$ cat config.mk
export PLATFORM = sky130hd
export DESIGN_NAME = lc3Top
export DESIGN_NICKNAME = d
export VERILOG_FILES = /design/src/hw/lc3CtrlPkg.sv /design/src/hw/lc3IsaPkg.sv /design/src/hw/lc3Top.sv /design/src/hw/lc3Datapath.sv /design/src/hw/lc3RegFile.sv /design/src/hw/isdu.sv
export VERILOG_INCLUDE_DIRS = /design/src /design/src/include
export SDC_FILE = /design/constraint.sdc
export NUM_CORES = 1
export LEC_CHECK = 0
export BUFFER_PORTS_ARGS = -buffer_cell sky130_fd_sc_hd__buf_2
export CAP_MARGIN = 5
export CELL_PAD_IN_SITES_DETAIL_PLACEMENT = 1
export CELL_PAD_IN_SITES_GLOBAL_PLACEMENT = 1
export CORE_MARGIN = 2
export CORE_UTILIZATION = 49
export CTS_CLUSTER_SIZE = 10
export DETAILED_ROUTE_END_ITERATION = 6
export PLACE_DENSITY = 0.88
export SYNTH_ARGS = -nofsm -noshare
export SYNTH_HDL_FRONTEND = slang
export SYNTH_SLANG_ARGS = --single-unit
$ cat constraint.sdc
create_clock -name Clk -period 7.4 [get_ports Clk]
set_input_delay 1.48 -clock Clk [delete_from_list [all_inputs] [get_ports Clk]]
set_output_delay 1.48 -clock Clk [all_outputs]
set_load 0.02 [all_outputs]
$ cat src/include/lc3_consts.svh
// LC-3 subset constants
`ifndef LC3_CONSTS_SVH
`define LC3_CONSTS_SVH

// --------------------
// Word and register file
// --------------------
`define LC3_WORD_W 16   // Data and address width
`define LC3_NUM_REGS 8  // R0 to R7

// --------------------
// Memory timing
// --------------------
// Cycles a read or write strobe stays high per transfer
`define LC3_MEM_WAIT 3

// --------------------
// Pause display
// --------------------
`define LC3_LED_W 12    // IR[11:0] shown during PAUSE

`endif
$ cat src/hw/lc3CtrlPkg.sv
// LC-3 datapath select types
package lc3CtrlPkg;

	// Next PC source
	typedef enum logic [1:0] {
		pcInc  = 2'b00,  // PC + 1
		pcBus  = 2'b01,  // From the bus
		pcAddr = 2'b10   // From the address adder
	} pcMuxT;

	// Address adder base
	typedef enum logic {
		a1Pc  = 1'b0,
		a1Sr1 = 1'b1   // Register file SR1 output
	} addr1MuxT;

	// Address adder offset, sign extended from IR
	typedef enum logic [1:0] {
		a2Zero  = 2'b00,
		a2Off6  = 2'b01,  // IR[5:0]
		a2Off9  = 2'b10,  // IR[8:0]
		a2Off11 = 2'b11   // IR[10:0]
	} addr2MuxT;

	// ALU function
	typedef enum logic [1:0] {
		alukAdd  = 2'b00,
		alukAnd  = 2'b01,
		alukNot  = 2'b10,
		alukPass = 2'b11  // SR1 straight through
	} alukT;

endpackage

$ cat src/hw/lc3IsaPkg.sv
// LC-3 instruction encoding types
`include "lc3_consts.svh"

package lc3IsaPkg;

	// One machine word, also used for addresses
	typedef logic [`LC3_WORD_W-1:0] wordT;

	// Register number, R0 to R7
	typedef logic [2:0] regIdxT;

	// --------------------
	// Opcodes, IR[15:12]
	// --------------------
	// Anything not named here falls back to fetch
	typedef enum logic [3:0] {
		opBr    = 4'b0000,  // BR with nzp mask
		opAdd   = 4'b0001,  // ADD, reg or imm5
		opJsr   = 4'b0100,  // JSR, PC-relative only
		opAnd   = 4'b0101,  // AND, reg or imm5
		opLdr   = 4'b0110,  // DR <- M[BaseR + off6]
		opStr   = 4'b0111,  // M[BaseR + off6] <- SR
		opNot   = 4'b1001,
		opJmp   = 4'b1100,  // Also RET when BaseR is R7
		opPause = 4'b1101   // Show IR[11:0], wait for resume
	} opcodeT;

	// Condition flags
	typedef struct packed {
		logic n;  // Negative
		logic z;  // Zero
		logic p;  // Positive
	} nzpT;

endpackage

$ cat src/hw/lc3Top.sv
// LC-3 subset processor top level
`include "lc3_consts.svh"

module lc3Top
	import lc3IsaPkg::*, lc3CtrlPkg::*;
(
	input  logic Clk,
	input  logic rst,
	input  logic run,
	input  logic resume,
	input  wordT memRdData,
	output wordT memAddr,
	output wordT memWrData,
	output logic memOe,
	output logic memWe,
	output logic [`LC3_LED_W-1:0] ledOut
);

	// Controller to datapath
	logic ldMar, ldMdr, ldIr, ldBen, ldCc, ldReg, ldPc, ldLed;
	logic gatePc, gateMdr, gateAlu, gateMarMux;
	logic drMux, sr1Mux, sr2Mux;
	pcMuxT    pcMux;
	addr1MuxT addr1Mux;
	addr2MuxT addr2Mux;
	alukT     aluk;

	// Datapath to controller
	opcodeT opcode;
	logic   ir5, ir11, ben;

	// Register file
	logic   regLd;
	regIdxT drIdx, sr1Idx, sr2Idx;
	wordT   busOut, sr1Out, sr2Out;

	isdu i_isdu (
		.Clk, .rst, .run, .resume, .opcode, .ir5, .ir11, .ben,
		.ldMar, .ldMdr, .ldIr, .ldBen, .ldCc, .ldReg, .ldPc, .ldLed,
		.gatePc, .gateMdr, .gateAlu, .gateMarMux,
		.pcMux, .drMux, .sr1Mux, .sr2Mux, .addr1Mux, .addr2Mux, .aluk,
		.memOe, .memWe
	);

	lc3Datapath i_datapath (
		.Clk, .rst,
		.ldMar, .ldMdr, .ldIr, .ldBen, .ldCc, .ldReg, .ldPc, .ldLed,
		.gatePc, .gateMdr, .gateAlu, .gateMarMux,
		.pcMux, .drMux, .sr1Mux, .sr2Mux, .addr1Mux, .addr2Mux, .aluk,
		.memOe, .memRdData, .sr1Out, .sr2Out,
		.opcode, .ir5, .ir11, .ben,
		.regLd, .drIdx, .sr1Idx, .sr2Idx, .busOut,
		.memAddr, .memWrData, .ledOut
	);

	lc3RegFile i_regFile (
		.Clk, .rst,
		.ld    (regLd),
		.drIdx, .sr1Idx, .sr2Idx,
		.busIn (busOut),
		.sr1Out, .sr2Out
	);

endmodule

$ cat src/hw/lc3Datapath.sv
// LC-3 datapath
`include "lc3_consts.svh"

module lc3Datapath
	import lc3IsaPkg::*, lc3CtrlPkg::*;
(
	input  logic     Clk,
	input  logic     rst,
	input  logic     ldMar,
	input  logic     ldMdr,
	input  logic     ldIr,
	input  logic     ldBen,
	input  logic     ldCc,
	input  logic     ldReg,
	input  logic     ldPc,
	input  logic     ldLed,
	input  logic     gatePc,
	input  logic     gateMdr,
	input  logic     gateAlu,
	input  logic     gateMarMux,
	input  pcMuxT    pcMux,
	input  logic     drMux,
	input  logic     sr1Mux,
	input  logic     sr2Mux,
	input  addr1MuxT addr1Mux,
	input  addr2MuxT addr2Mux,
	input  alukT     aluk,
	input  logic     memOe,      // MDR source select
	input  wordT     memRdData,
	input  wordT     sr1Out,
	input  wordT     sr2Out,
	output opcodeT   opcode,
	output logic     ir5,
	output logic     ir11,
	output logic     ben,
	output logic     regLd,
	output regIdxT   drIdx,
	output regIdxT   sr1Idx,
	output regIdxT   sr2Idx,
	output wordT     busOut,
	output wordT     memAddr,
	output wordT     memWrData,
	output logic [`LC3_LED_W-1:0] ledOut
);

	wordT pc, ir, mar, mdr;
	nzpT  nzp;
	wordT adderBase, adderOff, adderOut;
	wordT aluB, aluOut;
	wordT pcNext;

	// --------------------
	// Address adder
	// --------------------
	assign adderBase = (addr1Mux == a1Sr1) ? sr1Out : pc;

	always_comb
	begin
		unique case (addr2Mux)
			a2Off6:  adderOff = {{(`LC3_WORD_W-6){ir[5]}}, ir[5:0]};
			a2Off9:  adderOff = {{(`LC3_WORD_W-9){ir[8]}}, ir[8:0]};
			a2Off11: adderOff = {{(`LC3_WORD_W-11){ir[10]}}, ir[10:0]};
			default: adderOff = '0;  // a2Zero
		endcase
	end

	assign adderOut = adderBase + adderOff;

	// --------------------
	// ALU
	// --------------------
	assign aluB = sr2Mux ? {{(`LC3_WORD_W-5){ir[4]}}, ir[4:0]} : sr2Out;  // imm5 or SR2

	always_comb
	begin
		unique case (aluk)
			alukAdd: aluOut = sr1Out + aluB;
			alukAnd: aluOut = sr1Out & aluB;
			alukNot: aluOut = ~sr1Out;
			default: aluOut = sr1Out;  // Pass
		endcase
	end

	// Bus, one gate at a time, zero when idle
	always_comb
	begin
		unique case ({gatePc, gateMdr, gateAlu, gateMarMux})
			4'b1000: busOut = pc;
			4'b0100: busOut = mdr;
			4'b0010: busOut = aluOut;
			4'b0001: busOut = adderOut;
			default: busOut = '0;
		endcase
	end

	always_comb
	begin
		unique case (pcMux)
			pcBus:   pcNext = busOut;
			pcAddr:  pcNext = adderOut;
			default: pcNext = pc + 1'b1;
		endcase
	end

	// --------------------
	// Registers
	// --------------------
	always_ff @(posedge Clk)
	begin
		if (rst)
		begin
			pc     <= '0;  // Boot from address zero
			ir     <= '0;
			nzp    <= '0;
			ben    <= 1'b0;
			ledOut <= '0;
		end
		else
		begin
			if (ldPc) pc <= pcNext;
			if (ldIr) ir <= busOut;
			if (ldCc)
			begin
				nzp.n <= busOut[`LC3_WORD_W-1];
				nzp.z <= (busOut == '0);
				nzp.p <= !busOut[`LC3_WORD_W-1] && (busOut != '0);
			end
			// Branch when any requested flag is set
			if (ldBen) ben <= |(ir[11:9] & {nzp.n, nzp.z, nzp.p});
			if (ldLed) ledOut <= ir[`LC3_LED_W-1:0];
		end
	end

	// Memory interface registers
	always_ff @(posedge Clk)
	begin
		if (ldMar) mar <= busOut;
		if (ldMdr) mdr <= memOe ? memRdData : busOut;  // Read data or store value
	end

	assign memAddr   = mar;
	assign memWrData = mdr;

	// Decode fields back to the controller
	assign opcode = opcodeT'(ir[15:12]);
	assign ir5    = ir[5];
	assign ir11   = ir[11];

	// Register file indices
	assign regLd  = ldReg;
	assign drIdx  = drMux ? 3'd7 : ir[11:9];   // R7 for JSR link
	assign sr1Idx = sr1Mux ? ir[11:9] : ir[8:6];  // SR of STR or BaseR/SR1
	assign sr2Idx = ir[2:0];

endmodule

$ cat src/hw/lc3RegFile.sv
// General register file
`include "lc3_consts.svh"

module lc3RegFile
	import lc3IsaPkg::*;
(
	input  logic   Clk,
	input  logic   rst,
	input  logic   ld,      // Write enable
	input  regIdxT drIdx,   // Write index
	input  regIdxT sr1Idx,
	input  regIdxT sr2Idx,
	input  wordT   busIn,   // Write data from the bus
	output wordT   sr1Out,
	output wordT   sr2Out
);

	wordT regs [`LC3_NUM_REGS];

	// One write port
	always_ff @(posedge Clk)
	begin
		if (rst)
		begin
			for (int i = 0; i < `LC3_NUM_REGS; i++)
				regs[i] <= '0;
		end
		else if (ld)
			regs[drIdx] <= busIn;
	end

	// Two combinational read ports
	assign sr1Out = regs[sr1Idx];
	assign sr2Out = regs[sr2Idx];

endmodule

$ cat src/hw/isdu.sv
// Instruction sequencing and decode unit
`include "lc3_consts.svh"

module isdu
	import lc3IsaPkg::*, lc3CtrlPkg::*;
(
	input  logic     Clk,
	input  logic     rst,
	input  logic     run,        // Leave halted
	input  logic     resume,     // Operator toggle for PAUSE
	input  opcodeT   opcode,
	input  logic     ir5,        // Immediate form of ADD/AND
	input  logic     ir11,       // JSR form bit
	input  logic     ben,
	output logic     ldMar,
	output logic     ldMdr,
	output logic     ldIr,
	output logic     ldBen,
	output logic     ldCc,
	output logic     ldReg,
	output logic     ldPc,
	output logic     ldLed,
	output logic     gatePc,
	output logic     gateMdr,
	output logic     gateAlu,
	output logic     gateMarMux,
	output pcMuxT    pcMux,
	output logic     drMux,      // 1 selects R7
	output logic     sr1Mux,     // 1 selects IR[11:9]
	output logic     sr2Mux,     // 1 selects imm5
	output addr1MuxT addr1Mux,
	output addr2MuxT addr2Mux,
	output alukT     aluk,
	output logic     memOe,
	output logic     memWe
);

	localparam int WaitW = $clog2(`LC3_MEM_WAIT + 1);

	typedef enum logic [4:0] {
		sHalted, sFetch, sMemWait, sIrLoad, sDecode,
		sAdd, sAnd, sNot,
		sLdrAddr, sLdrWait, sLdrWb,
		sStrAddr, sStrMdr, sStrWait, sStrIdle,
		sBr, sBrTaken, sJmp, sJsrLink, sJsrJump,
		sPause1, sPause2
	} stateT;

	stateT state, nextState;
	logic [WaitW-1:0] waitCnt;  // Cycles left in the current burst
	logic lastWait;

	assign lastWait = (waitCnt == WaitW'(1));

	// --------------------
	// State and wait counter
	// --------------------
	always_ff @(posedge Clk)
	begin
		if (rst)
		begin
			state   <= sHalted;
			waitCnt <= '0;
		end
		else
		begin
			state <= nextState;
			// Each of these states always precedes a burst
			if (state == sFetch || state == sLdrAddr || state == sStrMdr)
				waitCnt <= WaitW'(`LC3_MEM_WAIT);
			else if (waitCnt != '0)
				waitCnt <= waitCnt - 1'b1;
		end
	end

	// --------------------
	// Next state
	// --------------------
	always_comb
	begin
		nextState = state;
		unique case (state)
			sHalted:  if (run) nextState = sFetch;
			sFetch:   nextState = sMemWait;
			sMemWait: if (lastWait) nextState = sIrLoad;  // Hold memOe for the burst
			sIrLoad:  nextState = sDecode;
			sDecode:
				case (opcode)
					opAdd:   nextState = sAdd;
					opAnd:   nextState = sAnd;
					opNot:   nextState = sNot;
					opLdr:   nextState = sLdrAddr;
					opStr:   nextState = sStrAddr;
					opBr:    nextState = sBr;
					opJmp:   nextState = sJmp;
					opJsr:   nextState = ir11 ? sJsrLink : sFetch;  // JSRR not supported
					opPause: nextState = sPause1;
					default: nextState = sFetch;
				endcase
			sLdrAddr: nextState = sLdrWait;
			sLdrWait: if (lastWait) nextState = sLdrWb;
			sStrAddr: nextState = sStrMdr;
			sStrMdr:  nextState = sStrWait;
			sStrWait: if (lastWait) nextState = sStrIdle;
			sBr:      nextState = ben ? sBrTaken : sFetch;
			sJsrLink: nextState = sJsrJump;
			sPause1:  if (resume) nextState = sPause2;   // Wait for press
			sPause2:  if (!resume) nextState = sFetch;   // Wait for release
			default:  nextState = sFetch;  // Single-cycle executes and sStrIdle
		endcase
	end

	// --------------------
	// Control outputs
	// --------------------
	always_comb
	begin
		ldMar      = 1'b0;
		ldMdr      = 1'b0;
		ldIr       = 1'b0;
		ldBen      = 1'b0;
		ldCc       = 1'b0;
		ldReg      = 1'b0;
		ldPc       = 1'b0;
		ldLed      = 1'b0;
		gatePc     = 1'b0;
		gateMdr    = 1'b0;
		gateAlu    = 1'b0;
		gateMarMux = 1'b0;
		pcMux      = pcInc;
		drMux      = 1'b0;
		sr1Mux     = 1'b0;
		sr2Mux     = 1'b0;
		addr1Mux   = a1Pc;
		addr2Mux   = a2Zero;
		aluk       = alukAdd;
		memOe      = 1'b0;
		memWe      = 1'b0;

		unique case (state)
			sFetch:  // MAR <- PC, PC <- PC + 1
			begin
				gatePc = 1'b1;
				ldMar  = 1'b1;
				ldPc   = 1'b1;
			end
			sMemWait, sLdrWait:  // MDR <- M[MAR] on the last cycle
			begin
				memOe = 1'b1;
				ldMdr = lastWait;
			end
			sIrLoad:  // IR <- MDR
			begin
				gateMdr = 1'b1;
				ldIr    = 1'b1;
			end
			sDecode: ldBen = 1'b1;
			sAdd, sAnd, sNot:  // DR <- SR1 op OP2, set CC
			begin
				sr2Mux  = ir5;
				aluk    = (state == sAdd) ? alukAdd : (state == sAnd) ? alukAnd : alukNot;
				gateAlu = 1'b1;
				ldReg   = 1'b1;
				ldCc    = 1'b1;
			end
			sLdrAddr, sStrAddr:  // MAR <- BaseR + off6
			begin
				addr1Mux   = a1Sr1;
				addr2Mux   = a2Off6;
				gateMarMux = 1'b1;
				ldMar      = 1'b1;
			end
			sLdrWb:  // DR <- MDR, set CC
			begin
				gateMdr = 1'b1;
				ldReg   = 1'b1;
				ldCc    = 1'b1;
			end
			sStrMdr:  // MDR <- SR through the ALU
			begin
				sr1Mux  = 1'b1;
				aluk    = alukPass;
				gateAlu = 1'b1;
				ldMdr   = 1'b1;
			end
			sStrWait: memWe = 1'b1;
			sBrTaken:  // PC <- PC + off9
			begin
				addr2Mux = a2Off9;
				pcMux    = pcAddr;
				ldPc     = 1'b1;
			end
			sJmp:  // PC <- BaseR
			begin
				addr1Mux = a1Sr1;
				pcMux    = pcAddr;
				ldPc     = 1'b1;
			end
			sJsrLink:  // R7 <- PC
			begin
				gatePc = 1'b1;
				drMux  = 1'b1;
				ldReg  = 1'b1;
			end
			sJsrJump:  // PC <- PC + off11
			begin
				addr2Mux = a2Off11;
				pcMux    = pcAddr;
				ldPc     = 1'b1;
			end
			sPause1: ldLed = 1'b1;  // Show IR[11:0]
			default: ;  // sHalted, sBr, sStrIdle, sPause2 drive nothing
		endcase
	end

endmodule

# Yosys cells after proc, flatten, opt, wreduce, memory -nomap -nowiden
# Memories as Yosys holds them, arrays and structs flattened. A register that Yosys moved wholly into a read port is not among the register bits.
# Cells that the tools add are included.
# totals
register_bits	87
latchBits	0
ramBits	128
rom_bits	0
inputBits	20
output_inout_bits	46
n_memories	1
# mem_list
memory	words	word_bits	read_ports	rd_ports_with_merged_regs	wr	line	text
i_regFile.regs	8	16	2	1	8	lc3RegFile.sv:18	wordT regs [`LC3_NUM_REGS];
# classes
n_addsub	4
n_mul	0
n_div	0
order_cmp	0
n_eq_ne	46
shifts	0
muxes	54
bitwise	3
reduce_logical	26
# ops
cell	count
one-hot mux 16 bit (3 select lines)	2
one-hot mux 5 bit (14 select lines)	1
two-way mux 16 bit	4
one-hot mux 16 bit (4 select lines)	1
one-hot mux 5 bit (9 select lines)	1
two-way mux 5 bit	8
== test 5 x 4 -> 1 bit (second input constant)	7
adder 16 bit	2
one-hot mux 16 bit (2 select lines)	1
== test 5 bit (second input constant)	6
two-way mux 1 bit	23
== test 4 x 3 -> 1 bit (second input constant)	5
== test 5 x 3 -> 1 bit (second input constant)	4
adder 16 x 1 -> 16 bit (second input constant)	1
bitwise AND 16 bit	1
== test 4 bit (second input constant)	4
zero test 16 bit	1
NOT 16 bit	1
nonzero test 16 bit	1
OR reduction 16 bit	1
two-way mux 3 bit	5
OR reduction 3 bit	5
OR reduction 4 bit	3
== test 5 x 2 -> 1 bit (second input constant)	2
23 further kinds	43

# Depth between registers and ports, before layout
# Gate-level depths: netlist of run 1.
# depth
word_depth	9
depth_mapped	23
depth_no_buf	19

# Cells and area by module
# Synthesis of run 1 repeated with hierarchy kept, for this count alone.
# unflattened
cells_unflattened	1312
area_unflattened_um2	14370.0
# by_module_without_submodules
module	instances	cells_per_inst	area_per_inst_um2	seq_area_each_um2
lc3RegFile	1	430	6910.4	3843.7
lc3Datapath	1	739	6483.7	1921.8
isdu	1	143	975.9	140.1

# Worst setup path before layout of run 1
# Ideal clock, no wire load.
# synth_path
path_kind	register to register
start	register i_isdu.state[4]
end	register i_datapath.nzp[0] (netlist bit)
setup_time_ns	0.116
arrival_time_ns	5.313
slack_ns	1.972
stages_incl_launch_ff	22
period_less_slack_ns	5.428
path_cell_list	dfxtp_1 > buf_2 > buf_2 > buf_2 > buf_2 > nand2_1 > o32a_1 > nor2_1 > clkbuf_1 > mux2_2 > ha_1 > clkbuf_1 > a211o_1 > or3_1 > o2111ai_1 > a31oi_1 > xor2_1 > a21boi_1 > and4bb_2 > or3b_1 > or4_4 > a31o_1
# synth_between
elab_chain_cells	9
# synth_lines
item	line	text
start: declaration	isdu.sv:49	stateT state, nextState;
start signal: assignment	isdu.sv:62	state <= sHalted;
start signal: assignment	isdu.sv:67	state <= nextState;
== test 5 x 4 -> 1 bit (tied with other cells)	isdu.sv:140	unique case (state)
two-way mux 1 bit (tied with other cells)	isdu.sv:140	
two-way mux 3 bit (tied with other cells)	lc3Datapath.sv:152	assign sr1Idx = sr1Mux ? ir[11:9] : ir[8:6];
memory (8 x 16 bit) (tied with other cells)	-	
adder 16 bit (tied with other cells)	lc3Datapath.sv:77	alukAdd: aluOut = sr1Out + aluB;
one-hot mux 16 bit (3 select lines) or adder 16 bit (tied branches)	lc3Datapath.sv:76, lc3Datapath.sv:67	
one-hot mux 16 bit (4 select lines)	lc3Datapath.sv:87	unique case ({gatePc, gateMdr, gateAlu, gateMarMux})
nonzero test 16 bit or zero test 1 bit (tied branches)	lc3Datapath.sv:126	nzp.p <= !busOut[`LC3_WORD_W-1] && (busOut != '0);
logical AND 1 bit	lc3Datapath.sv:126	
end: declaration	lc3Datapath.sv:47	nzpT nzp;
# Several ways; a longest one is shown, not always the timed one.
# A chain may end at the register's enable or synchronous reset.

# Worst setup path in the final report of run 1
# layout_path
start	register i_isdu.state[3]
end	register i_datapath.nzp[0] (netlist bit)
# Same word-level chain as after synthesis.

==> metrics, run 1 <==
Hold Buf Count CTS 0; final worst path period share 92.8%; Highest Signal Layer met4; pwr dens 210 nW/um2; clock buffer depth 3; Placer Congestion 0.992; first-pass GRT wire length 85,500 um; Detailed Route Iter0 Violations 1,510; worst path arrival time 7.30 ns; status completed; Filler Cell Count 3,251; Core Box Area 28,700 um2; Yosys reg bits 218; Hold Fails Final Rpt 0; grt ovf 0; Slew headroom 4.57%; Final min period 6.87 ns; Port-buffer cells 65; Ports 66; Mean Syn Cell Area 9.60 um2; H-tree depth 1; # DRC 0; HPWL Detailed 40,600 um; Setup CP Type reg2reg; Chip Width 175 um; TritonCTS Sinks 218; Mapped Nets 1,542; largest area contributor in the netlist edfxtp_1; Cell Chain, Critical Path nand4bb_1, buf_4, o21ai_2, nand2_1, a2111oi_0, or4_1, inv_1, mux2_2, ha_1, a211oi_1, o21ai_0, a31oi_1, a21oi_1, o41ai_1, xor2_1, o221ai_1, buf_4, or3b_1, or4_4, a31o_1; critical path's largest stage delay 0.74 ns; WL per Instance 29.7 um; fraction of layout cells with a size suffix above 1 16.9%; FP Rows 62; initial core utilization 49.7%; dominant synthesized flop cell edfxtp_1; most frequent CP cell buf_4; Final Instance Count excl. Fillers 1,931; startpoint types flip-flop; largest net degree at the start of global routing 65; cell count after synthesis 1,486; CTS buffer count 28; final setup vio count 0; Post-CTS Setup Bufs 0; Nets 1,580; synthesized area 14,300 um2; critical path's slowest cell dfxtp_1; Worst Reg2Reg Path Length in Cells 20; final wirelength 57,300 um; setup TNS 0 ns; Worst VDD drop 0.213 mV; CTS tree done; CTS resizes 0; vias per cell 6.86; Hold Crit Class reg2reg; Worst-Margin Slew 1.42 ns; Leak 5.94 nW; Setup WS post-layout 0.534 ns; Total GRT Usage 37.3%; Crit path required time 7.84 ns; DR WL met3 5200 um; Clock Latency Late Sink 0.56 ns; ranking of synthesized cells by area edfxtp_1 34%, dfxtp_1 8.1%, nor2_1 6.6%, mux4_2 6.0%, mux2i_1 4.0%; placed cells 1,878; drt pass-1 iters 6; initial antenna violation count 0; die area 30,500 um2; vias 13,200; ys async rst share 0%; fin area 15,900 um2; Placed Area 15,000 um2; Area Growth Syn to Fin 11.3%; RSZ-0062 raised after global routing false; Setup Skew 0.0160 ns; crit end category flip-flop; top cells by count, synth 251 x nor2_1, 160 x edfxtp_1, 108 x nand2_1, 91 x a21oi_1, 82 x clkbuf_1; WL met2 26,600 um; Post-synth EDFFs 160; Placement Setup Slack 0.899 ns; synthesis warning total 0; clk root buf clkbuf_16; height of the chip 175 um; CTS clk-pin slew, worst paths 0.06 ns; f_max 146 MHz; hold path cells 2; Slew Viols, Final 0; sequential element share of the synthesized area 41.8%; cell with the most instances after synthesis nor2_1; distinct cell type count after synthesis 100; area share of the largest cell type after synthesis 33.7%; Routed Antenna Nets 0; wl on met1 21,200 um; vias in the first global route 13,600; maxcap violations 0; Worst Path Max Fanout 24
## through the flow
stage	util [%]	total power, mW	hold WS (ns)
global route	55.3	3.42	0.527
floorplan	-	1.82	0.471
global placement	52.3	2.02	0.466
CTS	55.3	3.32	0.485
detailed placement	52.3	2.04	0.470
finish	55.3	3.33	0.482
## logic make-up after synthesis
logic type / after synthesis / synth area share [%]
AOI/OAI and AO/OA: 365 / 18.3
xor gates and xnor gates: 26 / 1.60
adders and majority gates: 36 / 3.26
buffers and inverters: 156 / 4.71
DFF: 218 / 41.8
muxes: 112 / 11.4
and+or+nand+nor: 573 / 18.9
## layout by cell type, fill, tap and decap left out, types with 24 or more instances in the layout
cell / count
nor3_1: 31
o21ai_0: 48
buf_4: 58
inv_1: 38
nand2b_1: 42
mux2i_1: 57
nand3_1: 36
edfxtp_1: 160
nand2_1: 108
nor2_1: 251
a21oi_1: 91
ha_1: 34
dfxtp_1: 56
a211oi_1: 47
and3_1: 24
mux4_2: 38
clkbuf_16: 30
buf_2: 65
## final timing paths
kind	start	to	slack (ns)
worst max-delay path	i_isdu.state[3]	i_datapath.nzp[0]	0.53
worst min-delay path	i_datapath.ledOut[7]	i_datapath.ledOut[7]	0.48
worst max register to register	i_isdu.state[3]	i_datapath.nzp[0]	0.53
worst min register to register	i_datapath.ledOut[7]	i_datapath.ledOut[7]	0.48
## where the power goes
part / switching [mW] / internal [mW] / leakage (nW)
Combinational: 0.392 / 0.215 / 3.43
Sequential: 0.0576 / 1.37 / 2.10
Clock: 0.540 / 0.750 / 0.412
## worst max-delay path: cells and delay by family, from the launching register on
family	cells	cell delay (ns)
AOI/OAI and AO/OA	9	2.83
xor gates and xnor gates	1	0.24
adders and majority gates	1	0.26
buffers and inverters	3	0.64
DFF	1	0.74
muxes	1	0.28
and+or+nand+nor	5	1.72
## cell type report
| cell class | instances | area (um2) | area share (%) |
|---|---|---|---|
| Timing Repair Buffer | 123 | 761 | 4.79 |
| Clock buffer | 45 | 817 | 5.15 |
| Antenna cell | 1 | 2.50 | 0.0158 |
| Multi-Input combinational cell | 1112 | 7660 | 48.2 |
| Sequential cell | 218 | 5970 | 37.6 |
| Tap cell | 384 | 480 | 3.03 |
| Inverter | 41 | 154 | 0.969 |
| Clock inverter | 7 | 35.0 | 0.221 |
## per-layer routing
metal  vias to the layer above  track usage (%)
met1                      6564             45.4
met2                       801             60.9
met5                         -            0.321
met3                       245             6.96
met4                         0             24.1
li1                       5631                -
## flip-flops by register name (all words and copies together), names as in the netlist, named ones only
signal / cells
i_isdu.waitCnt: 2
i_datapath.memWrData: 16
i_datapath.pc: 16
i_datapath.ben: 1
i_datapath.nzp: 3
i_datapath.ir: 16
i_datapath.ledOut: 12
i_isdu.state: 5
i_datapath.memAddr: 16
i_regFile.regs: 128
(Power assumes the default switching activity.)
==> inputs of run 2 (changes only) <==
Settings changed: CORE_ASPECT_RATIO set to 0.5.
==> metrics, run 2 (synthesized netlist as in run 1, its figures left out) <==
status completed; crit end category flip-flop; Core Box Area 28,800 um2; fraction of layout cells with a size suffix above 1 16.7%; worst path arrival time 7.52 ns; largest reg by FF count i_regFile.regs; f_max 142 MHz; Ports 66; final core utilization 55.0%; final setup vio count 0; largest net degree at the start of global routing 65; Hold Fails Final Rpt 0; max FFs per register 128; most frequent cells in the layout 251 x nor2_1, 160 x edfxtp_1, 108 x nand2_1; Port-buffer cells 65; Routed Antenna Nets 0; Clock Latency Late Sink 0.58 ns; die area 30,600 um2; Worst-Margin Slew 1.33 ns; FP Rows 44; CTS clk-pin slew, worst paths 0.07 ns; Final min period 7.05 ns; placed cells 1,891; most frequent CP cell buf_4; Cell Chain, Critical Path nand4bb_1, o21ai_2, buf_4, nand2_2, buf_4, a2111oi_0, or4_1, inv_1, mux2_2, ha_1, o21ai_0, o21ai_0, a31oi_1, a21oi_1, o41ai_1, xor2_1, o221ai_1, buf_4, or3b_1, or4_4, a31o_1; vias 13,200; Worst Hold Launch i_datapath.ledOut[7]; grt ovf 0; fin area 15,800 um2; first-pass GRT wire length 86,300 um; Slew headroom 11.5%; Nets 1,584; maxcap violations 0; Setup WS post-layout 0.348 ns; total power 3.27 mW; Final Instance Count excl. Fillers 1,940; HPWL Detailed 43,100 um; CTS buffer count 26; Crit path required time 7.86 ns; RSZ-0062 raised after global routing false; Slew Viols, Final 0; H-tree depth 1; CTS tree done; crit path from i_isdu.state[2]; initial core utilization 49.5%; pwr dens 207 nW/um2; CTS resizes 0; Placement Setup Slack 0.534 ns; setup TNS 0 ns; Placer Congestion 0.985; vias per cell 6.81; critical path's slowest cell a2111oi_0; clock buffer depth 3; clk root buf clkbuf_16; initial antenna violation count 1; Area Growth Syn to Fin 11.0%; Placed Area 15,100 um2; drt pass-1 iters 6; Worst VDD drop 0.196 mV; Hold Buf Count CTS 0; vias in the first global route 13,000; TritonCTS Sinks 218; Setup Skew 0.0222 ns; height of the chip 125 um; Post-CTS Setup Bufs 0; Leak 5.90 nW; # DRC 0; final wirelength 59,100 um; Chip Width 245 um; WL per Instance 30.5 um; Hold Crit Class reg2reg; startpoint types flip-flop; Worst Path Max Fanout 16; critical path's largest stage delay 0.64 ns; hold_ws 0.504 ns; worst reg2reg path startpoint i_isdu.state[2]; Detailed Route Iter0 Violations 1,855; Setup CP Type reg2reg; final worst path period share 95.3%; Total GRT Usage 38.4%; most common cell after layout, fill and taps aside nor2_1
## run 2: cell type report
type / count / area (um2)
clock inverters: 3 / 42.5
well taps: 391 / 489
inverters: 41 / 154
repair buffers: 129 / 806
clock buffers: 45 / 722
flip-flops and latches: 218 / 5970
diodes: 1 / 2.50
fillers: 3270 / 13000
multi-input cells: 1112 / 7650
## run 2: power breakdown
part	switching, mW	leakage (nW)	internal [mW]
clock network	0.553	0.360	0.664
registers	0.0571	2.10	1.37
logic	0.407	3.44	0.219
## run 2: worst paths after layout
| path | end | slack (ns) | depth (start not counted) |
|---|---|---|---|
| setup reg to reg | i_datapath.nzp[0] | 0.35 | 21 |
| hold / removal | i_datapath.ledOut[7] | 0.50 | 2 |
| setup / recovery | i_datapath.nzp[0] | 0.35 | 21 |
| hold reg to reg | i_datapath.ledOut[7] | 0.50 | 2 |
## run 2: layer usage
metal / part of all wire [%] / track usage (%)
met5: 0 / 0
met4: 3.3 / 11.8
met3: 12 / 9.14
met2: 43 / 57.5
met1: 42 / 54.9
## run 2: worst max-delay path: cells and delay by family, from the launching register on
kind | cells | cell delay (ns)
AO/OA/AOI/OAI | 9 | 2.65
AND/OR/NAND/NOR | 5 | 1.86
buffers and inverters | 4 | 0.86
flip-flops | 1 | 0.56
adder cells (fa/ha/maj) | 1 | 0.38
XOR/XNOR | 1 | 0.33
multiplexers | 1 | 0.29
==> inputs of run 3 (changes only) <==
Settings changed: CORE_UTILIZATION 49 to 53, PLACE_DENSITY 0.88 to 0.93.
Clock period 7.4 ns to 8.5 ns, I/O delays scaled along.
==> metrics, run 3 (synthesized netlist as in run 1, its figures left out) <==
CTS clk-pin slew, worst paths 0.06 ns; Post-CTS Setup Bufs 0; Setup CP Type reg2reg; Clock Latency Late Sink 0.57 ns; initial antenna violation count 2; Setup Skew 0.0127 ns; largest net degree at the start of global routing 66; crit end category flip-flop; Port-buffer cells 65; pwr dens 180 nW/um2; Chip Width 236 um; Leak 5.78 nW; TritonCTS Sinks 218; Ports 66; drt pass-1 iters 6; FP Rows 42; die area 28,300 um2; Final Instance Count excl. Fillers 1,877; worst path arrival time 8.66 ns; grt ovf 0; WL per Instance 30.9 um; vias per cell 7.23; Core Box Area 26,400 um2; Detailed Route Iter0 Violations 2,297; status completed; Total GRT Usage 40.7%; largest reg by FF count i_regFile.regs; Hold Crit Class reg2reg; H-tree depth 1; Internal 1.94 mW; combinational share of power 19.0%; final worst path period share 96.5%; Crit path required time 8.96 ns; clock buffer depth 3; Clock power frac 36.6%; Setup WS post-layout 0.300 ns; Area Growth Syn to Fin 9.24%; first-pass GRT wire length 86,000 um; Hold Fails Final Rpt 0; CTS resizes 0; Placement Setup Slack 0.916 ns; vias in the first global route 13,600; CTS tree done; initial core utilization 54.0%; net switching power 864 uW; placed cells 1,826; setup TNS 0 ns; Hold Buf Count CTS 0; Slew Viols, Final 0; RSZ-0062 raised after global routing false; critical path's slowest cell a2111oi_0; Worst Path Max Fanout 23; Placer Congestion 1.02; Nets 1,558; Final min period 8.20 ns; f_max 122 MHz; Cell Chain, Critical Path nand4bb_1, o21ai_2, nand2_2, a2111oi_0, or4_1, inv_1, mux2_2, ha_1, o21ai_0, o21ai_0, a31oi_1, a21oi_1, o41ai_1, xor2_1, o221ai_1, or3b_1, or4_4, a31o_1; most frequent cells in the layout 251 x nor2_1, 160 x edfxtp_1, 108 x nand2_1; Worst-Margin Slew 1.42 ns; final setup vio count 0; fraction of layout cells with a size suffix above 1 15.3%; Worst VDD drop 0.163 mV; maxcap violations 0; most frequent CP cell o21ai_0; vias 13,600; CTS buffer count 25; Sw Ratio 30.8%; startpoint types flip-flop; max FFs per register 128; clk root buf clkbuf_16; most common cell after layout, fill and taps aside nor2_1; final wirelength 57,900 um; # DRC 0; height of the chip 120 um; Slew headroom 5.07%; hold_ws 0.505 ns; Routed Antenna Nets 0; HPWL Detailed 40,200 um; Reg power frac 44.4%; critical path's largest stage delay 0.84 ns
-- run 3: metrics by stage --
stage / power (mW) / util, % / instance area (um2)
6_report: 2.81 / 59.0 / 15600
5_1_grt: 2.88 / 58.9 / 15600
4_1_cts: 2.79 / 58.9 / 15600
3_5_place_dp: 1.77 / 56.1 / 14800
3_3_place_gp: 1.75 / 56.1 / 14800
2_1_floorplan: 1.59 / - / 14300
-- run 3: final cells by class --
| cell class | instances | area [um2] |
|---|---|---|
| Antenna cell | 4 | 10.0 |
| Clock buffer | 45 | 711 |
| Inverter | 41 | 154 |
| Timing Repair Buffer | 104 | 626 |
| Multi-Input combinational cell | 1112 | 7650 |
| Sequential cell | 218 | 5970 |
| Clock inverter | 1 | 20.0 |
| Tap cell | 352 | 440 |
| Fill cell | 2973 | 10900 |
-- run 3: worst max-delay path, delay by kind of cell (launching register included) --
kind	cells	cell delay (ns)
xor+xnor	1	0.31
simple gates	5	2.49
compound gates	9	3.60
flops	1	0.83
mux	1	0.30
fa+ha+maj	1	0.40
buf+inv	1	0.15
-- run 3: power groups by stage --
stage / combinational, mW / sequential [mW] / clock (mW)
finish: 0.532 / 1.25 / 1.03
global route: 0.561 / 1.25 / 1.06
CTS: 0.514 / 1.25 / 1.03
detailed placement: 0.506 / 1.27 / 0
global placement: 0.489 / 1.26 / 0
floorplan: 0.332 / 1.26 / 0
-- run 3: metal layers --
layer	share of wire, %	up-vias	wire, um	track usage [%]
li1	-	5582	-	-
met1	39	6710	22800	55.4
met2	42	1048	24500	60.0
met3	14	223	8110	12.4
met4	4.5	0	2580	18.2
met5	0	-	0	0
-- run 3: final timing paths --
path,slack (ns),start,cells after the start,end
worst min register to register,0.50,i_datapath.ledOut[0],2,i_datapath.ledOut[0]
worst max-delay path,0.30,i_isdu.state[2],18,i_datapath.nzp[0]
worst min-delay path,0.50,i_datapath.ledOut[0],2,i_datapath.ledOut[0]
worst max register to register,0.30,i_isdu.state[2],18,i_datapath.nzp[0]
